$ cat src/verilog/streamer_pkg.sv
// Streamer package with bus widths, handshake structs and load selection codes
`default_nettype none

package streamer_pkg;

  localparam int unsigned DW               = 32;
  localparam int unsigned AW               = 16;
  localparam int unsigned META_W           = 32;
  localparam int unsigned FIELD_W          = 8;
  localparam int unsigned FIELDS_PER_CHUNK = META_W / FIELD_W;
  localparam int unsigned Z_ITEM_W         = 16;
  localparam int unsigned LEN_W            = 8;

  typedef struct packed {
    logic              req;
    logic              we;
    logic [AW-1:0]     addr;
    logic [DW-1:0]     wdata;
    logic [DW/8-1:0]   be;
  } mem_req_t;

  // rvalid comes one cycle after the read grant
  typedef struct packed {
    logic              gnt;
    logic              rvalid;
    logic [DW-1:0]     rdata;
  } mem_rsp_t;

  typedef struct packed {
    logic [AW-1:0]     addr;
    logic [LEN_W-1:0]  len;
  } burst_cmd_t;

  typedef struct packed {
    logic              ready_start;
    logic              done;
  } burst_flags_t;

  typedef struct packed {
    logic              valid;
    logic              ready;
    logic [DW-1:0]     data;
  } stream_t;

  // Block length doubles as the burst length
  typedef struct packed {
    logic [AW-1:0]     base;
    logic [LEN_W-1:0]  len;
  } sched_params_t;

  typedef struct packed {
    logic [AW-1:0]     meta_base;
    sched_params_t     x;
    sched_params_t     y;
    logic [AW-1:0]     z_base;
  } run_params_t;

  typedef struct packed {
    logic              working;
    logic              done;
  } run_ctrl_t;

  typedef enum logic [1:0] {
    SEL_META,
    SEL_X,
    SEL_Y
  } load_sel_e;

endpackage

`default_nettype wire

$ cat src/verilog/mem_port_arbiter.sv
// Memory port arbiter sharing one port between the load and store channels
`timescale 1ns/1ps
`default_nettype none

module mem_port_arbiter import streamer_pkg::*; (
  input  logic     clk_i,
  input  logic     rst_ni,
  input  logic     clear_i,
  input  mem_req_t ld_req_i,
  output mem_rsp_t ld_rsp_o,
  input  mem_req_t st_req_i,
  output mem_rsp_t st_rsp_o,
  output mem_req_t mem_req_o,
  input  mem_rsp_t mem_rsp_i
);

  logic ld_gnt;
  logic st_gnt;
  logic ld_rd_q;
  logic st_rd_q;

  // Fixed priority, store first
  assign st_gnt    = mem_rsp_i.gnt & st_req_i.req;
  assign ld_gnt    = mem_rsp_i.gnt & ld_req_i.req & ~st_req_i.req;
  assign mem_req_o = st_req_i.req ? st_req_i : ld_req_i;

  always_comb begin
    ld_rsp_o.gnt    = ld_gnt;
    ld_rsp_o.rvalid = mem_rsp_i.rvalid & ld_rd_q;
    ld_rsp_o.rdata  = mem_rsp_i.rdata;
    st_rsp_o.gnt    = st_gnt;
    st_rsp_o.rvalid = mem_rsp_i.rvalid & st_rd_q;
    st_rsp_o.rdata  = mem_rsp_i.rdata;
  end

  // Owner of the read in flight, fixed latency of one cycle
  always_ff @(posedge clk_i or negedge rst_ni) begin
    if (!rst_ni) begin
      ld_rd_q <= 1'b0;
      st_rd_q <= 1'b0;
    end else if (clear_i) begin
      ld_rd_q <= 1'b0;
      st_rd_q <= 1'b0;
    end else begin
      ld_rd_q <= ld_gnt & ~ld_req_i.we;
      st_rd_q <= st_gnt & ~st_req_i.we;
    end
  end

  a_rvalid_after_read: assert property (
    @(posedge clk_i) disable iff (!rst_ni)
    mem_rsp_i.rvalid |-> $past(mem_req_o.req && !mem_req_o.we && mem_rsp_i.gnt)
  ) else $error("mem_port_arbiter: rvalid without a granted read");

endmodule

`default_nettype wire

$ cat src/verilog/burst_source.sv
// Burst source issuing linear word reads and streaming out the returned data
`timescale 1ns/1ps
`default_nettype none

module burst_source import streamer_pkg::*; (
  input  logic          clk_i,
  input  logic          rst_ni,
  input  logic          clear_i,
  input  burst_cmd_t    cmd_i,
  input  logic          req_start_i,
  output burst_flags_t  flags_o,
  output mem_req_t      mem_req_o,
  input  mem_rsp_t      mem_rsp_i,
  output logic          valid_o,
  output logic [DW-1:0] data_o,
  input  logic          ready_i
);

  logic             busy_q;
  logic [AW-1:0]    addr_q;
  logic [LEN_W-1:0] left_q;
  logic             pending_q;
  logic             out_valid_q;
  logic [DW-1:0]    out_data_q;
  logic             done_q;
  logic             issue;
  logic             drained;

  // One read in flight at most, and only into an empty output register
  assign issue   = busy_q & (left_q != '0) & ~pending_q & ~out_valid_q;
  assign drained = busy_q & (left_q == '0) & ~pending_q & ~out_valid_q;

  always_comb begin
    mem_req_o      = '0;
    mem_req_o.req  = issue;
    mem_req_o.addr = addr_q;
    mem_req_o.be   = '1;
  end

  assign valid_o             = out_valid_q;
  assign data_o              = out_data_q;
  assign flags_o.ready_start = ~busy_q;
  assign flags_o.done        = done_q;

  always_ff @(posedge clk_i or negedge rst_ni) begin
    if (!rst_ni) begin
      busy_q      <= 1'b0;
      addr_q      <= '0;
      left_q      <= '0;
      pending_q   <= 1'b0;
      out_valid_q <= 1'b0;
      done_q      <= 1'b0;
    end else if (clear_i) begin
      busy_q      <= 1'b0;
      addr_q      <= '0;
      left_q      <= '0;
      pending_q   <= 1'b0;
      out_valid_q <= 1'b0;
      done_q      <= 1'b0;
    end else begin
      // Done pulses once the last word has left the output register
      done_q <= drained;
      if (req_start_i && !busy_q) begin
        busy_q <= 1'b1;
        addr_q <= cmd_i.addr;
        left_q <= cmd_i.len;
      end else if (drained) begin
        busy_q <= 1'b0;
      end
      if (issue && mem_rsp_i.gnt) begin
        addr_q    <= addr_q + AW'(1);
        left_q    <= left_q - LEN_W'(1);
        pending_q <= 1'b1;
      end
      if (mem_rsp_i.rvalid) begin
        pending_q   <= 1'b0;
        out_valid_q <= 1'b1;
      end else if (out_valid_q && ready_i) begin
        out_valid_q <= 1'b0;
      end
    end
  end

  always_ff @(posedge clk_i) begin
    if (mem_rsp_i.rvalid) begin
      out_data_q <= mem_rsp_i.rdata;
    end
  end

  a_rvalid_room: assert property (
    @(posedge clk_i) disable iff (!rst_ni)
    mem_rsp_i.rvalid |-> pending_q && !out_valid_q
  ) else $error("burst_source: rvalid while the output register is full");

endmodule

`default_nettype wire

$ cat src/verilog/block_scheduler.sv
// Block scheduler stepping through metadata fields to build burst commands
`timescale 1ns/1ps
`default_nettype none

module block_scheduler import streamer_pkg::*; #(
  parameter int unsigned FIELDS_PER_CHUNK = streamer_pkg::FIELDS_PER_CHUNK
) (
  input  logic              clk_i,
  input  logic              rst_ni,
  input  logic              clear_i,
  input  logic [META_W-1:0] chunk_i,
  input  logic              meta_loaded_i,
  input  logic              proceed_i,
  input  sched_params_t     params_i,
  output logic              meta_used_o,
  output burst_cmd_t        cmd_o
);

  localparam int unsigned IDX_W = (FIELDS_PER_CHUNK > 1) ? $clog2(FIELDS_PER_CHUNK) : 1;
  localparam logic [IDX_W-1:0] LAST_IDX = IDX_W'(FIELDS_PER_CHUNK - 1);

  logic [IDX_W-1:0]   idx_q;
  logic               meta_used_q;
  logic [FIELD_W-1:0] field;

  assign field = chunk_i[idx_q*FIELD_W +: FIELD_W];

  // Block f starts f block lengths above the operand base
  assign cmd_o.addr  = params_i.base + AW'(field) * AW'(params_i.len);
  assign cmd_o.len   = params_i.len;
  assign meta_used_o = meta_used_q;

  // Chunk counts as used out of reset so that metadata is fetched first
  always_ff @(posedge clk_i or negedge rst_ni) begin
    if (!rst_ni) begin
      idx_q       <= '0;
      meta_used_q <= 1'b1;
    end else if (clear_i) begin
      idx_q       <= '0;
      meta_used_q <= 1'b1;
    end else if (meta_loaded_i) begin
      idx_q       <= '0;
      meta_used_q <= 1'b0;
    end else if (proceed_i) begin
      if (idx_q == LAST_IDX) begin
        idx_q       <= '0;
        meta_used_q <= 1'b1;
      end else begin
        idx_q <= idx_q + IDX_W'(1);
      end
    end
  end

  a_no_proceed_when_used: assert property (
    @(posedge clk_i) disable iff (!rst_ni)
    proceed_i && !meta_loaded_i |-> !meta_used_q
  ) else $error("block_scheduler: proceed on a used chunk");

endmodule

`default_nettype wire

$ cat src/verilog/load_controller.sv
// Load controller running the load FSM, metadata buffer and output demux
`timescale 1ns/1ps
`default_nettype none

module load_controller import streamer_pkg::*; #(
  parameter int unsigned FIELDS_PER_CHUNK = streamer_pkg::FIELDS_PER_CHUNK
) (
  input  logic              clk_i,
  input  logic              rst_ni,
  input  logic              clear_i,
  input  run_ctrl_t         run_ctrl_i,
  input  run_params_t       run_params_i,
  output mem_req_t          ld_req_o,
  input  mem_rsp_t          ld_rsp_i,
  output logic              x_valid_o,
  output logic [DW-1:0]     x_data_o,
  input  logic              x_ready_i,
  output logic              y_valid_o,
  output logic [DW-1:0]     y_data_o,
  input  logic              y_ready_i,
  output logic [META_W-1:0] metadata_o
);

  typedef enum logic [2:0] {
    SRC_INACTIVE,
    SRC_IDLE,
    LOADING_META,
    LOADING_X,
    LOADING_Y
  } load_state_e;

  load_state_e       state_q, state_d;
  run_params_t       params_q;
  logic [AW-1:0]     meta_cnt_q;
  logic [META_W-1:0] meta_q;
  burst_cmd_t        cmd_q, cmd_d;
  burst_cmd_t        x_cmd, y_cmd;
  logic              req_start_q, req_start_d;
  burst_flags_t      src_flags;
  logic              src_valid;
  logic              src_ready;
  logic [DW-1:0]     src_data;
  load_sel_e         sel;
  logic              run_start;
  logic              sched_clear;
  logic              x_used, y_used;
  logic              x_proceed, y_proceed;
  logic              meta_loaded;
  logic              meta_valid;
  logic              need_meta, load_x, load_y;

  assign run_start   = (state_q == SRC_INACTIVE) & run_ctrl_i.working;
  // Schedulers restart with every run
  assign sched_clear = clear_i | run_start;
  assign need_meta   = x_used & y_used;
  assign load_x      = x_ready_i & ~x_used;
  assign load_y      = y_ready_i & ~y_used;

  always_comb begin
    state_d     = state_q;
    cmd_d       = cmd_q;
    req_start_d = 1'b0;
    x_proceed   = 1'b0;
    y_proceed   = 1'b0;
    meta_loaded = 1'b0;
    case (state_q)
      SRC_INACTIVE: begin
        if (run_ctrl_i.working) begin
          state_d = SRC_IDLE;
        end
      end
      SRC_IDLE: begin
        if (run_ctrl_i.done) begin
          state_d = SRC_INACTIVE;
        end else if (src_flags.ready_start) begin
          req_start_d = need_meta | load_x | load_y;
          // Metadata first, then X, then Y
          if (need_meta) begin
            state_d    = LOADING_META;
            cmd_d.addr = params_q.meta_base + meta_cnt_q;
            cmd_d.len  = LEN_W'(1);
          end else if (load_x) begin
            state_d = LOADING_X;
            cmd_d   = x_cmd;
          end else if (load_y) begin
            state_d = LOADING_Y;
            cmd_d   = y_cmd;
          end
        end
      end
      LOADING_META: begin
        if (src_flags.done) begin
          state_d     = SRC_IDLE;
          meta_loaded = 1'b1;
          x_proceed   = 1'b1;
          y_proceed   = 1'b1;
        end
      end
      LOADING_X: begin
        if (src_flags.done) begin
          state_d   = SRC_IDLE;
          x_proceed = 1'b1;
        end
      end
      LOADING_Y: begin
        if (src_flags.done) begin
          state_d   = SRC_IDLE;
          y_proceed = 1'b1;
        end
      end
      default: state_d = SRC_IDLE;
    endcase
  end

  // Demux select follows the burst being loaded
  always_comb begin
    case (state_q)
      LOADING_X: sel = SEL_X;
      LOADING_Y: sel = SEL_Y;
      default:   sel = SEL_META;
    endcase
    case (sel)
      SEL_X:   src_ready = x_ready_i;
      SEL_Y:   src_ready = y_ready_i;
      default: src_ready = 1'b1;
    endcase
  end

  assign meta_valid = src_valid & (sel == SEL_META);
  assign x_valid_o  = src_valid & (sel == SEL_X);
  assign y_valid_o  = src_valid & (sel == SEL_Y);
  assign x_data_o   = src_data;
  assign y_data_o   = src_data;
  assign metadata_o = meta_q;

  always_ff @(posedge clk_i or negedge rst_ni) begin
    if (!rst_ni) begin
      state_q     <= SRC_INACTIVE;
      params_q    <= '0;
      meta_cnt_q  <= '0;
      meta_q      <= '0;
      req_start_q <= 1'b0;
    end else if (clear_i) begin
      state_q     <= SRC_INACTIVE;
      params_q    <= '0;
      meta_cnt_q  <= '0;
      meta_q      <= '0;
      req_start_q <= 1'b0;
    end else begin
      state_q     <= state_d;
      req_start_q <= req_start_d;
      if (run_start) begin
        params_q   <= run_params_i;
        meta_cnt_q <= '0;
      end else if (meta_loaded) begin
        meta_cnt_q <= meta_cnt_q + AW'(1);
      end
      if (meta_valid) begin
        meta_q <= src_data;
      end
    end
  end

  always_ff @(posedge clk_i) begin
    cmd_q <= cmd_d;
  end

  burst_source u_source (
    .clk_i       ( clk_i       ),
    .rst_ni      ( rst_ni      ),
    .clear_i     ( clear_i     ),
    .cmd_i       ( cmd_q       ),
    .req_start_i ( req_start_q ),
    .flags_o     ( src_flags   ),
    .mem_req_o   ( ld_req_o    ),
    .mem_rsp_i   ( ld_rsp_i    ),
    .valid_o     ( src_valid   ),
    .data_o      ( src_data    ),
    .ready_i     ( src_ready   )
  );

  block_scheduler #(
    .FIELDS_PER_CHUNK ( FIELDS_PER_CHUNK )
  ) x_sched (
    .clk_i         ( clk_i       ),
    .rst_ni        ( rst_ni      ),
    .clear_i       ( sched_clear ),
    .chunk_i       ( meta_q      ),
    .meta_loaded_i ( meta_loaded ),
    .proceed_i     ( x_proceed   ),
    .params_i      ( params_q.x  ),
    .meta_used_o   ( x_used      ),
    .cmd_o         ( x_cmd       )
  );

  block_scheduler #(
    .FIELDS_PER_CHUNK ( FIELDS_PER_CHUNK )
  ) y_sched (
    .clk_i         ( clk_i       ),
    .rst_ni        ( rst_ni      ),
    .clear_i       ( sched_clear ),
    .chunk_i       ( meta_q      ),
    .meta_loaded_i ( meta_loaded ),
    .proceed_i     ( y_proceed   ),
    .params_i      ( params_q.y  ),
    .meta_used_o   ( y_used      ),
    .cmd_o         ( y_cmd       )
  );

  // Source data only flows while exactly one burst destination is selected
  a_one_dest: assert property (
    @(posedge clk_i) disable iff (!rst_ni)
    src_valid |-> (state_q inside {LOADING_META, LOADING_X, LOADING_Y})
  ) else $error("load_controller: source data with no load destination selected");

endmodule

`default_nettype wire

$ cat src/verilog/z_packer.sv
// Z packer collecting engine result items into full memory words
`timescale 1ns/1ps
`default_nettype none

module z_packer import streamer_pkg::*; #(
  parameter int unsigned ITEMS_PER_WORD = DW / Z_ITEM_W
) (
  input  logic                clk_i,
  input  logic                rst_ni,
  input  logic                clear_i,
  input  logic                z_valid_i,
  input  logic [Z_ITEM_W-1:0] z_data_i,
  output logic                z_ready_o,
  output logic                word_valid_o,
  output logic [DW-1:0]       word_data_o,
  input  logic                word_ready_i
);

  localparam int unsigned CNT_W = (ITEMS_PER_WORD > 1) ? $clog2(ITEMS_PER_WORD) : 1;
  localparam logic [CNT_W-1:0] LAST_ITEM = CNT_W'(ITEMS_PER_WORD - 1);

  logic [CNT_W-1:0] cnt_q;
  logic             full_q;
  logic [DW-1:0]    word_q;
  logic             take;

  // Engine stalls while a full word waits for the store
  assign z_ready_o    = ~full_q;
  assign take         = z_valid_i & ~full_q;
  assign word_valid_o = full_q;
  assign word_data_o  = word_q;

  always_ff @(posedge clk_i or negedge rst_ni) begin
    if (!rst_ni) begin
      cnt_q  <= '0;
      full_q <= 1'b0;
    end else if (clear_i) begin
      cnt_q  <= '0;
      full_q <= 1'b0;
    end else if (take) begin
      cnt_q  <= (cnt_q == LAST_ITEM) ? '0 : cnt_q + CNT_W'(1);
      full_q <= (cnt_q == LAST_ITEM);
    end else if (full_q && word_ready_i) begin
      full_q <= 1'b0;
    end
  end

  // First item lands in the low slice
  always_ff @(posedge clk_i) begin
    if (take) begin
      word_q[cnt_q*Z_ITEM_W +: Z_ITEM_W] <= z_data_i;
    end
  end

endmodule

`default_nettype wire

$ cat src/verilog/z_store_engine.sv
// Z store engine writing packed result words at consecutive addresses
`timescale 1ns/1ps
`default_nettype none

module z_store_engine import streamer_pkg::*; #(
  parameter int unsigned ITEMS_PER_WORD = DW / Z_ITEM_W
) (
  input  logic                clk_i,
  input  logic                rst_ni,
  input  logic                clear_i,
  input  run_ctrl_t           run_ctrl_i,
  input  logic [AW-1:0]       z_base_i,
  input  logic                z_valid_i,
  input  logic [Z_ITEM_W-1:0] z_data_i,
  output logic                z_ready_o,
  output mem_req_t            st_req_o,
  input  mem_rsp_t            st_rsp_i
);

  typedef enum logic [1:0] {
    SINK_INACTIVE,
    SINK_IDLE,
    STORING_Z
  } store_state_e;

  store_state_e  state_q, state_d;
  logic [AW-1:0] base_q;
  logic [AW-1:0] cnt_q;
  logic          word_valid;
  logic [DW-1:0] word_data;
  logic          word_ready;
  logic          storing;

  assign storing    = (state_q == STORING_Z);
  assign word_ready = storing & st_rsp_i.gnt;

  always_comb begin
    st_req_o       = '0;
    st_req_o.req   = storing;
    st_req_o.we    = 1'b1;
    st_req_o.addr  = base_q + cnt_q;
    st_req_o.wdata = word_data;
    st_req_o.be    = '1;
  end

  always_comb begin
    state_d = state_q;
    case (state_q)
      SINK_INACTIVE: begin
        if (run_ctrl_i.working) begin
          state_d = SINK_IDLE;
        end
      end
      SINK_IDLE: begin
        if (run_ctrl_i.done) begin
          state_d = SINK_INACTIVE;
        end else if (word_valid) begin
          state_d = STORING_Z;
        end
      end
      STORING_Z: begin
        // Request holds until the grant
        if (st_rsp_i.gnt) begin
          state_d = SINK_IDLE;
        end
      end
      default: state_d = SINK_IDLE;
    endcase
  end

  always_ff @(posedge clk_i or negedge rst_ni) begin
    if (!rst_ni) begin
      state_q <= SINK_INACTIVE;
      base_q  <= '0;
      cnt_q   <= '0;
    end else if (clear_i) begin
      state_q <= SINK_INACTIVE;
      base_q  <= '0;
      cnt_q   <= '0;
    end else begin
      state_q <= state_d;
      if (state_q == SINK_INACTIVE && run_ctrl_i.working) begin
        base_q <= z_base_i;
        cnt_q  <= '0;
      end else if (word_ready) begin
        cnt_q <= cnt_q + AW'(1);
      end
    end
  end

  z_packer #(
    .ITEMS_PER_WORD ( ITEMS_PER_WORD )
  ) u_packer (
    .clk_i        ( clk_i      ),
    .rst_ni       ( rst_ni     ),
    .clear_i      ( clear_i    ),
    .z_valid_i    ( z_valid_i  ),
    .z_data_i     ( z_data_i   ),
    .z_ready_o    ( z_ready_o  ),
    .word_valid_o ( word_valid ),
    .word_data_o  ( word_data  ),
    .word_ready_i ( word_ready )
  );

endmodule

`default_nettype wire

$ cat src/verilog/sparse_streamer.sv
// Sparse streamer top level joining the load, store and memory port blocks
`timescale 1ns/1ps
`default_nettype none

module sparse_streamer import streamer_pkg::*; #(
  parameter int unsigned FIELDS_PER_CHUNK = streamer_pkg::FIELDS_PER_CHUNK,
  parameter int unsigned ITEMS_PER_WORD   = DW / Z_ITEM_W
) (
  input  logic                clk_i,
  input  logic                rst_ni,
  input  logic                clear_i,
  input  run_ctrl_t           run_ctrl_i,
  input  run_params_t         run_params_i,
  output logic                x_valid_o,
  output logic [DW-1:0]       x_data_o,
  input  logic                x_ready_i,
  output logic                y_valid_o,
  output logic [DW-1:0]       y_data_o,
  input  logic                y_ready_i,
  input  logic                z_valid_i,
  input  logic [Z_ITEM_W-1:0] z_data_i,
  output logic                z_ready_o,
  output mem_req_t            mem_req_o,
  input  mem_rsp_t            mem_rsp_i,
  output logic [META_W-1:0]   metadata_o
);

  mem_req_t ld_req;
  mem_rsp_t ld_rsp;
  mem_req_t st_req;
  mem_rsp_t st_rsp;

  load_controller #(
    .FIELDS_PER_CHUNK ( FIELDS_PER_CHUNK )
  ) u_load (
    .clk_i        ( clk_i        ),
    .rst_ni       ( rst_ni       ),
    .clear_i      ( clear_i      ),
    .run_ctrl_i   ( run_ctrl_i   ),
    .run_params_i ( run_params_i ),
    .ld_req_o     ( ld_req       ),
    .ld_rsp_i     ( ld_rsp       ),
    .x_valid_o    ( x_valid_o    ),
    .x_data_o     ( x_data_o     ),
    .x_ready_i    ( x_ready_i    ),
    .y_valid_o    ( y_valid_o    ),
    .y_data_o     ( y_data_o     ),
    .y_ready_i    ( y_ready_i    ),
    .metadata_o   ( metadata_o   )
  );

  z_store_engine #(
    .ITEMS_PER_WORD ( ITEMS_PER_WORD )
  ) u_store (
    .clk_i      ( clk_i               ),
    .rst_ni     ( rst_ni              ),
    .clear_i    ( clear_i             ),
    .run_ctrl_i ( run_ctrl_i          ),
    .z_base_i   ( run_params_i.z_base ),
    .z_valid_i  ( z_valid_i           ),
    .z_data_i   ( z_data_i            ),
    .z_ready_o  ( z_ready_o           ),
    .st_req_o   ( st_req              ),
    .st_rsp_i   ( st_rsp              )
  );

  mem_port_arbiter u_arbiter (
    .clk_i     ( clk_i     ),
    .rst_ni    ( rst_ni    ),
    .clear_i   ( clear_i   ),
    .ld_req_i  ( ld_req    ),
    .ld_rsp_o  ( ld_rsp    ),
    .st_req_i  ( st_req    ),
    .st_rsp_o  ( st_rsp    ),
    .mem_req_o ( mem_req_o ),
    .mem_rsp_i ( mem_rsp_i )
  );

endmodule

`default_nettype wire

$ cat config.mk
export PLATFORM = sky130hd
export DESIGN_NAME = sparse_streamer
export DESIGN_NICKNAME = d
export VERILOG_FILES = /design/src/verilog/streamer_pkg.sv /design/src/verilog/mem_port_arbiter.sv /design/src/verilog/burst_source.sv /design/src/verilog/block_scheduler.sv /design/src/verilog/load_controller.sv /design/src/verilog/z_packer.sv /design/src/verilog/z_store_engine.sv /design/src/verilog/sparse_streamer.sv
export SDC_FILE = /design/constraint.sdc
export NUM_CORES = 1
export LEC_CHECK = 0
export BUFFER_PORTS_ARGS = -buffer_cell sky130_fd_sc_hd__buf_2
export CAP_MARGIN = 10
export CORE_ASPECT_RATIO = 1.25
export CORE_MARGIN = 5
export CORE_UTILIZATION = 45
export CTS_CLUSTER_DIAMETER = 80
export DETAILED_ROUTE_END_ITERATION = 10
export PLACE_DENSITY_LB_ADDON = 0.12
export RECOVER_POWER = 100
export SETUP_SLACK_MARGIN = 0.15
export SKIP_LAST_GASP = 1
export SYNTH_ARGS = -nofsm -noshare
export SYNTH_HDL_FRONTEND = slang
export SYNTH_SLANG_ARGS = --single-unit
export TNS_END_PERCENT = 50
$ cat constraint.sdc
create_clock -name clk_i -period 15.9 [get_ports clk_i]
set_clock_uncertainty 0.15 [all_clocks]
set_input_delay 1.59 -clock clk_i [delete_from_list [all_inputs] [get_ports clk_i]]
set_output_delay 1.59 -clock clk_i [all_outputs]
set_load 0.05 [all_outputs]
Yosys cells after proc, flatten, opt, wreduce, memory -nomap -nowiden
Cells that the tools add are included.

Register bits after elaboration: 275. Logic and storage cells: 210.

Add/sub/neg operators: 12. $mul: 2. Eq/ne operators: 17. Shift operators: 4. Muxes and demuxes: 81. Bitwise operators: 30. Reduce and logical (&&, ||, !) cells: 35.

Operators by type and width (count): 16-bit 2-to-1 mux (11); 80-bit 2-to-1 mux (2); 24-bit 2-to-1 mux (3); 16-bit adder (4); 32-bit 2-to-1 mux (2); 32-bit by 6-bit variable part select with 8-bit output (2); 54-bit 2-to-1 mux (1); 16-bit by 1-bit adder with 16-bit output, second input constant (3); 3-bit nonzero test (12); 5-bit negator with 34-bit output (1); 16-bit by 34-bit variable shift with 32-bit output, first input constant (1); 16-bit by 34-bit variable part select with 32-bit output (1); 1-bit 2-to-1 mux (33); 32-bit bitwise mux (1); 8-bit by 8-bit multiplier with 16-bit output (2); 2-bit 2-to-1 mux (13); 3-bit 2-to-1 mux (8); 8-bit 2-to-1 mux (3); 1-bit bitwise AND (19); 3-bit one-hot mux with 3 select lines (1); 2-bit equality test, second input constant (4); 8-bit logical NOT (1); 4-bit inequality test, second input constant (2); 1-bit NOT (8); 26 further kinds (43).

Logic depth before layout (Yosys ltp)
Gate-level depths: netlist of the first run.

Depth after elaboration: 10. Depth in mapped cells: 20. Gate-level depth less buffers: 19.

Cells and area by module
A second synthesis of the first run with hierarchy kept.

Cells, all modules: 2170. Area total of the unflattened synthesis: 20766.2 um^2.

Modules (own cells, without submodules): load_controller (instances 1, cells an instance 744, area an instance 6910.4 um^2, seq. area each 3623.5 um^2); burst_source (instances 1, cells an instance 272, area an instance 3002.9 um^2, seq. area each 1661.6 um^2); block_scheduler (u_load.y_sched) (instances 1, cells an instance 336, area an instance 2957.8 um^2, seq. area each 76.3 um^2); block_scheduler (u_load.x_sched) (instances 1, cells an instance 336, area an instance 2926.6 um^2, seq. area each 76.3 um^2); z_store_engine (instances 1, cells an instance 268, area an instance 2298.5 um^2, seq. area each 850.8 um^2); mem_port_arbiter (instances 1, cells an instance 135, area an instance 1356.3 um^2, seq. area each 50.0 um^2); z_packer (instances 1, cells an instance 79, area an instance 1313.8 um^2, seq. area each 1011.0 um^2).

Worst setup path before layout of the first run
OpenSTA, ideal clock, no wires.

Kind: flip-flop to flip-flop. Start point: register u_load.y_sched.idx_q[0]. End point: register u_load.cmd_q[23] (netlist bit), data pin. Arrival: 5.202 ns. Required time: 15.477 ns. Slack: 10.275 ns. Cell stages (with the launch flop): 18. Buffers on the path: 1. Clock period less this slack: 5.625 ns. Path through: dfrtp_1 buf_1 mux4_2 and2_1 fa_1 fa_1 fa_1 inv_1 fa_1 inv_1 ha_1 and2_1 and4_1 a31oi_1 a31o_2 o21ai_0 xnor2_1 a211oi_2.

Cells in the longest elaborated chain, start to end: 6.

RTL lines: start, declared (line block_scheduler.sv:22) `logic [IDX_W-1:0] idx_q;`; start signal, assigned (line block_scheduler.sv:49) `idx_q <= idx_q + IDX_W'(1);`; 32-bit by 6-bit variable part select with 8-bit output (line block_scheduler.sv:26) `assign field = chunk_i[idx_q*FIELD_W +: FIELD_W];`; 8-bit by 8-bit multiplier with 16-bit output (line block_scheduler.sv:29) `assign cmd_o.addr = params_i.base + AW'(field) * AW'(params_i.len);`; 16-bit adder (line block_scheduler.sv:29); 24-bit 2-to-1 mux (line load_controller.sv:85) `end else if (load_y) begin`; 24-bit 2-to-1 mux (line load_controller.sv:82) `end else if (load_x) begin`; 24-bit 2-to-1 mux (line load_controller.sv:78) `if (need_meta) begin`; end signal, assigned (line load_controller.sv:165) `cmd_q <= cmd_d;`; end, declared (line load_controller.sv:36) `burst_cmd_t cmd_q, cmd_d;`.

Every way passes these cells. The select of a mux whose other input is x is not followed. A chain may end at the register's enable or synchronous reset.

==> metrics.yaml, run 1 <==
status: "finished with violations"
violations: "max-capacitance violations, max-slew violations"
std_cell_rows: 84
antenna_left: 0
maxCapViolations: 6
antenna_found_initial: 0
max_stage_delay_ns: 2.46
finalHoldViolations: 0
fin_ws_ns: 8.67
gp_congestion: 0.919
fp.dieH_um: 239
min_to: "u_load.u_source.left_q[2]"
postPlaceCellArea_um2: 20500
synth_warnings: 0
cts_num_sinks: 275
hpwl_um: 39800
boundaryPins: 291
gr-total-overflow: 0
hold_buffers: 0
end_kind: "async pin"
min_period_ns: 7.23
ys.flop_type: "dfrtp_1"
relSlewSlack_pct: -138
grt_pass1_vias: 15400
power_leakage_nw: 9.68
crit_path_top_delay_cell: "clkbuf_1"
cp_num_buf_inv: 3
drc: 0
fmax_ghz: 0.138
clkTransAtPathRegs_ns: 0.06
rsz0062_at_grt: "no"
final.period_utilization_pct: 45.5
cp_top_family: "buffers and inverters"
drtPass1Iterations: 5
power_density_nw_per_um2: 93.1
stdcell_area_um2: 21300
cp_common_cell: "clkbuf_1"
layout-drive-gt1-share_pct: 9.08
min_from: "u_load.cmd_q[2]"
post_cts_resized: 0
hp-class: "flip-flop to flip-flop"
ir_worst_vdd_v: 0.0000823
worstSetupPathDepth: 3
initial_utilization_pct: 45.2
synth_cell_types: 71
clockBufferDepth: 3
syn_avg_cell_area_um2: 9.23
layout.nets: 2600
cts_buffers: 34
r2r_cells: 16
grt_usage_pct: 21.8
slew_viol_final: 313
drt_iter0_drc: 745
ys_async_sr_fraction_pct: 68.0
crit_path_start_kind: "input pin"
crit_type: "input pin to async pin"
fp.coreArea_um2: 41800
finalSetupViolCount: 0
clockRootBuffer: "clkbuf_16"
die-area_um2: 46200
rrSetupSlack_ns: 9.85
die_w_um: 193
finalSetupTns_ns: 0
synthesis.area_um2: 18900
vias: 14900
grt_pass1_wl_um: 82400
insertion_delay_ns: 0.52
holdPathStages: 2
worst_pin_slew_ns: 3.57
yosysSeqAreaShare_pct: 38.8
htree_levels: 2
diodes: 0
cp_cell_sequence: "clkbuf_1 -> clkbuf_1 -> buf_4"
synth-seq-cells: 275
cts_tree: "yes"
arrival_ns: 7.58
dp_slack_ns: 9.84
io_buffers: 286
reg2reg_from: "u_load.y_sched.idx_q[0]"
synth_edf_count: 88
avgRoutedWirePerCell_um: 18.1
drt-total-wl_um: 51300
grt_max_degree: 70
synthesis.instances: 2048
area_growth_syn_to_layout_pct: 12.9
post_cts_buffers: 0
r2r-end: "u_load.cmd_q[20]"
critPathRequiredTime_ns: 16.25
path_max_fanout: 69
viasPerCell: 5.25
sequential cells by signal, indices dropped and copies added (netlist names):
signal                         flops
u_load.u_source.done_q             1
u_arbiter.ld_rd_q                  1
u_store.base_q                    16
u_load.y_sched.idx_q               2
u_load.u_source.data_o            32
u_store.cnt_q                     16
u_load.y_sched.meta_used_o         1
u_load.x_sched.meta_used_o         1
u_load.metadata_o                 32
u_load.x_sched.idx_q               2
u_load.u_source.addr_q            16
u_load.u_source.valid_o            1
u_load.cmd_q                      24
u_load.u_source.left_q             8
u_store.u_packer.cnt_q             1
u_store.u_packer.word_data_o      32
u_store.state_q                    2
u_load.u_source.pending_q          1
u_load.state_q                     3
u_load.params_q                   64
u_store.u_packer.word_valid_o      1
u_load.req_start_q                 1
u_load.meta_cnt_q                 16
u_load.u_source.busy_q             1
final cells by class:
| cell class | count | area (um2) |
|---|---|---|
| clock buffer | 44 | 930 |
| fill | 4104 | 20500 |
| sequential | 275 | 7320 |
| multi-input combinational | 1430 | 10100 |
| tap | 559 | 699 |
| timing repair buffer | 301 | 1330 |
| inverter | 212 | 796 |
| clock inverter | 17 | 119 |
cell usage after synthesis (all sizes together) (16+ instances only):
cell type / number / share of area [%]
fa: 102 / 11
nand2b: 17 / 0.56
clkbuf: 72 / 1.4
inv: 212 / 4.2
nor2b: 33 / 1.1
nor2: 110 / 2.2
nand2: 382 / 7.6
ha: 106 / 7.0
a21oi: 180 / 4.8
and3: 17 / 0.56
edfxtp: 88 / 14
o21ai: 66 / 1.7
nand3: 22 / 0.58
a21o: 16 / 0.64
xnor2: 38 / 1.8
mux4: 16 / 1.9
xor2: 37 / 1.7
dfrtp: 185 / 24
and2: 119 / 3.9
buf: 62 / 2.0
per-stage QoR:
step / util, % / hold WS [ns] / total power [mW] / std cells
5_1_grt: 51.0 / 0.382 / 2.10 / 2838
2_1_floorplan: - / 0.323 / 1.13 / 2051
3_3_place_gp: 49.1 / 0.348 / 1.27 / 2776
4_1_cts: 51.6 / 0.360 / 2.02 / 2837
3_5_place_dp: 49.1 / 0.347 / 1.27 / 2776
6_report: 51.0 / 0.358 / 1.99 / 2838
worst min-delay path: cells and delay by family (launching register included):
kind	cells	cell delay (ns)
compound gates	1	0.07
flops	1	0.32
simple gates	1	0.08
routing by layer:
metal	vias to the layer above	global-route usage [%]	share of wire, %
li1	7144	-	-
met1	7208	27.7	41
met2	446	38.7	50
met3	88	3.44	5.4
met4	0	6.59	3.1
met5	-	0	0
placed cells by master (no fill, tap or decap), types with 66 or more instances in the layout:
cell	count
o21ai_0	66
fa_1	102
nand2_1	382
clkbuf_1	179
nor2_1	110
and2_1	107
inv_1	212
buf_2	121
a21oi_1	180
dfrtp_1	185
edfxtp_1	88
ha_1	106
report_power, final:
part	leakage, nW	total, mW	switching, mW	internal (mW)
combinational	5.78	0.373	0.250	0.123
sequential	3.38	0.879	0.0770	0.802
clock	0.511	0.735	0.305	0.430
cells by family after synthesis:
group / synth area share (%)
compound gates: 11.8
xor+xnor: 3.48
fa+ha+maj: 17.8
buf+inv: 7.67
flops: 38.8
mux: 2.12
other cells: 0.0198
simple gates: 18.4
how the worst max path moves through the flow:
stage / startpoint / to / slack, ns
after floorplan: u_load.y_sched.idx_q[0] / u_load.cmd_q[23] / 10.27
final: rst_ni / u_load.params_q[32] / 8.67
after global placement: u_load.y_sched.idx_q[0] / u_load.cmd_q[20] / 10.0
after detailed placement: u_load.y_sched.idx_q[0] / u_load.cmd_q[20] / 9.84
after CTS: u_load.y_sched.idx_q[0] / u_load.cmd_q[20] / 9.86
after global routing: rst_ni / u_load.params_q[32] / 7.36
No activity file was read; power rests on OpenSTA's default activity.
==> run 2, diff against run 1 <==
- clock period: 15.9 -> 6.6 ns (I/O delays scaled with it)
==> metrics.yaml, run 2 (synthesis results as in run 1) <==
end_kind: "flip-flop"  # was async pin
drt-total-wl_um: 50900  # was 51,300 um
layout_common_cells: "nand2_1 (382), inv_1 (212), dfrtp_1 (185)"  # unchanged
avgRoutedWirePerCell_um: 18.0  # was 18.1 um
layout-drive-gt1-share_pct: 10.5  # was 9.08%
cts_buffers: 31  # was 34
maxCapViolations: 6  # unchanged
grt_max_degree: 70  # unchanged
grt_pass1_vias: 15300  # was 15,400
fmax_ghz: 0.168
crit_path_top_delay_cell: "dfrtp_1"  # was clkbuf_1
hpwl_um: 39700  # was 39,800 um
die_w_um: 193  # unchanged
grt_usage_pct: 21.8  # about the same
arrival_ns: 6.13  # was 7.58 ns
antenna_left: 0  # unchanged
drc: 0  # unchanged
std_cell_rows: 84  # unchanged
crit_path_start_kind: "flip-flop"  # was input pin
finalHoldViolations: 0  # unchanged
wl_met3_um: 2710  # was 2760 um
cp_cell_sequence: "mux4_2 -> and2_0 -> fa_1 -> fa_1 -> inv_1 -> fa_1 -> fa_1 -> inv_1 -> ha_1 -> o21ai_0 -> nor2_1 -> o31ai_1 -> nand2b_1 -> a311oi_1 -> xor2_1 -> o21ai_0"  # was clkbuf_1 -> clkbuf_1 -> buf_4
initial_utilization_pct: 45.2  # unchanged
gp_congestion: 0.919  # about the same
finalSetupTns_ns: 0  # unchanged
violations: "max-capacitance violations, max-slew violations"  # unchanged
antenna_found_initial: 0  # unchanged
grt_pass1_wl_um: 82800  # was 82,400 um
power_density_nw_per_um2: 232  # was 93.1 nW/um2
max_stage_delay_ns: 0.73  # was 2.46 ns
fp.coreArea_um2: 41800  # unchanged
regArea_um2: 7320  # unchanged
post_cts_buffers: 0  # unchanged
diodes: 0  # unchanged
met1Wirelength_um: 21200  # about the same
cp_top_family: "adder cells"  # was buffers and inverters
fill_cells: 4106  # was 4,104
ir_worst_vdd_v: 0.000261  # was 0.0000823 V
postPlaceCellArea_um2: 20500  # about the same
status: "finished with violations"  # unchanged
hold_buffers: 1  # was 0
relSlewSlack_pct: -138  # about the same
final.period_utilization_pct: 90.4
clkTransAtPathRegs_ns: 0.06  # about the same
total_power_mw: 4.98  # was 1.99 mW
rsz0062_at_grt: "no"  # unchanged
power_leakage_nw: 9.80  # was 9.68 nW
critPathRequiredTime_ns: 6.76  # was 16.25 ns
fp.dieH_um: 239  # unchanged
boundaryPins: 291  # unchanged
cp_num_buf_inv: 2  # was 3
largest_reg_flops: 64  # unchanged
multiInputGateArea_um2: 10100  # unchanged
crit_type: "flip-flop to flip-flop"  # was input pin to async pin
slew_viol_final: 344  # was 313
top_layer: "met4"  # unchanged
min_period_ns: 5.97
layout_commonest_cell: "nand2_1"  # unchanged
die-area_um2: 46200  # unchanged
layout.nets: 2598  # was 2,600
largest_register: "u_load.params_q"  # unchanged
clockRootBuffer: "clkbuf_16"  # unchanged
insertion_delay_ns: 0.58  # was 0.52 ns
hp-class: "input pin to flip-flop"  # was flip-flop to flip-flop
clockBufferDepth: 3  # unchanged
area_growth_syn_to_layout_pct: 13.6  # was 12.9%
post_cts_resized: 0  # unchanged
htree_levels: 1  # was 2
cts_num_sinks: 275  # unchanged
worst_pin_slew_ns: 3.57  # about the same
gr-total-overflow: 0  # unchanged
cts_tree: "yes"  # unchanged
finalSetupViolCount: 0  # unchanged
path_max_fanout: 12  # was 69
met2WireLength_um: 25600  # was 25,700 um
io_buffers: 286  # unchanged
stdcell_area_um2: 21500  # was 21,300 um2
viasPerCell: 5.23  # was 5.25
drtPass1Iterations: 5  # unchanged
drt_iter0_drc: 679  # was 745
cp_common_cell: "fa_1"  # was clkbuf_1
vias: 14800  # was 14,900
run 2: power breakdown:
group | switching (mW) | internal (mW)
clock network | 0.730 | 1.22
logic | 0.604 | 0.305
registers | 0.184 | 1.93
run 2: cell type report:
type / count / area share [%]
clock inverters: 17 / 1.34
inverters: 212 / 3.70
multi-input cells: 1430 / 47.2
flip-flops and latches: 275 / 34.1
repair buffers: 302 / 6.25
clock buffers: 40 / 4.12
well taps: 559 / 3.26
run 2: worst reg2reg max path, stage by stage, from the launching register on:
cell	delay, ns
dfrtp_1	0.73
mux4_2	0.68
and2_0	0.22
fa_1	0.45
fa_1	0.55
inv_1	0.05
fa_1	0.47
fa_1	0.54
inv_1	0.04
ha_1	0.32
o21ai_0	0.09
nor2_1	0.08
o31ai_1	0.44
nand2b_1	0.15
a311oi_1	0.33
xor2_1	0.31
o21ai_0	0.13
run 2: through the flow:
step | hold WS [ns] | setup slack, ns | util (%) | cells
final | 0.111 | 0.634 | 51.3 | 2835
after global routing | 0.0800 | 0.284 | 51.3 | 2835
after CTS | 0.0791 | 0.590 | 51.9 | 2835
after detailed placement | 0.364 | 0.588 | 49.1 | 2777
after global placement | 0.344 | 0.698 | 49.1 | 2777
after floorplan | 0.214 | 0.975 | - | 2051
run 2: routing by layer:
layer,GRT usage [%],up-vias
li1,-,7140
met5,0,-
met1,27.9,7193
met4,5.43,0
met3,3.40,76
met2,39.1,413
run 2: final timing paths:
check / start / end / slack, ns / cells past startpoint
hold reg to reg: u_load.params_q[54] / u_load.params_q[54] / 0.37 / 2
setup reg to reg: u_load.y_sched.idx_q[0] / u_load.cmd_q[20] / 0.63 / 16
min in group asynchronous: rst_ni / u_load.params_q[72] / 1.71 / 2
max in group asynchronous: rst_ni / u_load.params_q[31] / 1.38 / 3
setup / recovery: u_load.y_sched.idx_q[0] / u_load.cmd_q[20] / 0.63 / 16
hold / removal: mem_rsp_i[11] / u_load.u_source.data_o[11] / 0.11 / 1
==> run 3, diff against run 2 <==
- SYNTH_HIERARCHICAL: not set -> 1
==> metrics.yaml, run 3 <==
area_growth_syn_to_layout_pct: 9.03  # was 13.6%
finalHoldViolations: 0  # unchanged
largest_reg_flops: 64  # unchanged
hp-class: "input pin to flip-flop"  # unchanged
synthesis.area_um2: 20500  # was 18,900 um2
maxCapViolations: 6  # unchanged
hold_buffers: 0  # was 1
syn_avg_cell_area_um2: 9.59  # was 9.23 um2
crit_path_start_kind: "flip-flop"  # unchanged
path_max_fanout: 11  # was 12
finalSetupViolCount: 0  # unchanged
critPathRequiredTime_ns: 6.78  # was 6.76 ns
avgRoutedWirePerCell_um: 18.7  # was 18.0 um
fp.dieH_um: 249  # was 239 um
fmax_ghz: 0.166  # was 0.168 GHz
layout_commonest_cell: "nand2_1"  # unchanged
power_density_nw_per_um2: 190  # was 232 nW/um2
drtPass1Iterations: 8  # was 5
grt_max_degree: 103  # was 70
synth_warnings: 6  # was 0
worst_pin_slew_ns: 5.03  # was 3.57 ns
diodes: 0  # unchanged
layout_common_cells: "nand2_1 (373), inv_1 (210), dfrtp_1 (183)"  # was nand2_1 (382), inv_1 (212), dfrtp_1 (185)
grt_pass1_wl_um: 86500  # was 82,800 um
viasPerCell: 5.30  # was 5.23
layout-drive-gt1-share_pct: 12.6  # was 10.5%
largest_register: "u_load/params_q"  # was u_load.params_q
power_leakage_nw: 10.1  # was 9.80 nW
cts_num_sinks: 275  # unchanged
antenna_found_initial: 0  # unchanged
crit_type: "flip-flop to flip-flop"  # unchanged
violations: "max-capacitance violations, max-slew violations"  # unchanged
gr-total-overflow: 0  # unchanged
slew_viol_final: 339  # was 344
hpwl_um: 42000  # was 39,700 um
cts_tree: "yes"  # unchanged
final_util_pct: 49.6  # was 51.3%
regArea_um2: 7330  # was 7320 um2
min_period_ns: 6.01  # was 5.97 ns
cp_cell_sequence: "mux4_2 -> and2_0 -> fa_1 -> fa_1 -> inv_1 -> fa_1 -> fa_1 -> inv_1 -> ha_1 -> a21o_1 -> a21oi_2 -> o221ai_1 -> or4_1 -> and4_1 -> mux2i_1 -> o22ai_1 -> a21oi_1 -> nand2_1"  # was mux4_2 -> and2_0 -> fa_1 -> fa_1 -> inv_1 -> fa_1 -> fa_1 -> inv_1 -> ha_1 -> o21ai_0 -> nor2_1 -> o31ai_1 -> nand2b_1 -> a311oi_1 -> xor2_1 -> o21ai_0
end_kind: "flip-flop"  # unchanged
total_power_mw: 4.24  # was 4.98 mW
status: "finished with violations"  # unchanged
post_cts_resized: 0  # unchanged
gp_congestion: 0.911  # was 0.919
drt-total-wl_um: 54100  # was 50,900 um
die-area_um2: 49900  # was 46,200 um2
finalSetupTns_ns: 0  # unchanged
drt_iter0_drc: 797  # was 679
cp_common_cell: "fa_1"  # unchanged
synthesis.instances: 2135  # was 2,048
relSlewSlack_pct: -235  # was -138%
die_w_um: 201  # was 193 um
arrival_ns: 6.19  # was 6.13 ns
post_cts_buffers: 0  # unchanged
multiInputGateArea_um2: 11000  # was 10,100 um2
grt_usage_pct: 21.2  # was 21.8%
stdcell_area_um2: 22300  # was 21,500 um2
std_cell_rows: 87  # was 84
fin_ws_ns: 0.592  # was 0.634 ns
drc: 0  # unchanged
max_stage_delay_ns: 0.67  # was 0.73 ns
clkTransAtPathRegs_ns: 0.07  # was 0.06 ns
postPlaceCellArea_um2: 21500  # was 20,500 um2
boundaryPins: 291  # unchanged
grt_pass1_vias: 15600  # was 15,300
cts_buffers: 30  # was 31
ir_worst_vdd_v: 0.000204  # was 0.000261 V
insertion_delay_ns: 0.59  # was 0.58 ns
clockRootBuffer: "clkbuf_16"  # unchanged
clockBufferDepth: 3  # unchanged
io_buffers: 286  # unchanged
final.period_utilization_pct: 91.0  # was 90.4%
fill_cells: 4358  # was 4,106
dp_slack_ns: 0.465  # was 0.588 ns
rsz0062_at_grt: "no"  # unchanged
htree_levels: 1  # unchanged
layout.nets: 2643  # was 2,598
initial_utilization_pct: 45.4  # was 45.2%
fp.coreArea_um2: 45100  # was 41,800 um2
antenna_left: 0  # unchanged
crit_path_top_delay_cell: "mux4_2"  # was dfrtp_1
vias: 15400  # was 14,800
[run 3: report_power, final]
part	total, mW	switching [mW]	internal (mW)
registers	1.89	0.0644	1.83
logic	0.478	0.319	0.159
clock network	1.87	0.738	1.13
[run 3: final cells by class]
cell class	count	area share (%)
Tap cell	578	3.24
Multi-Input combinational cell	1483	49.3
Inverter	210	3.53
Sequential cell	275	32.8
Clock inverter	20	1.31
Clock buffer	36	3.70
Timing Repair Buffer	297	6.07
[run 3: worst max-delay path: cells and delay by family (launching register included)]
family | cells | cell delay (ns)
adder cells (fa/ha/maj) | 5 | 2.35
flip-flops | 1 | 0.55
AO/OA/AOI/OAI | 5 | 0.79
multiplexers | 2 | 0.81
AND/OR/NAND/NOR | 4 | 0.98
buffers and inverters | 2 | 0.09
[run 3: per-stage QoR]
stage	hold WS, ns	std cells
finish	0.0845	2899
global route	0.0509	2899
CTS	0.0462	2898
detailed placement	0.357	2842
global placement	0.347	2842
floorplan	0.214	2174
[run 3: path summary, 6_finish.rpt]
path,start,end,slack (ns),cells after the start
setup / recovery,u_load/x_sched/idx_q[0],u_load/cmd_q[22],0.59,18
hold / removal,mem_rsp_i[20],u_load/u_source/data_o[20],0.08,1
setup reg to reg,u_load/x_sched/idx_q[0],u_load/cmd_q[22],0.59,18
hold reg to reg,u_load/cmd_q[6],u_load/u_source/left_q[6],0.35,2
max in group asynchronous,rst_ni,u_load/x_sched/idx_q[0],1.28,2
min in group asynchronous,rst_ni,u_store/base_q[9],1.96,1
[run 3: layer usage]
layer,wire length [um],track usage [%],up-vias
li1,-,-,7357
met1,22500,26.8,7514
met2,28000,38.3,406
met3,2140,2.50,77
met4,1480,5.92,0
met5,0,0,-
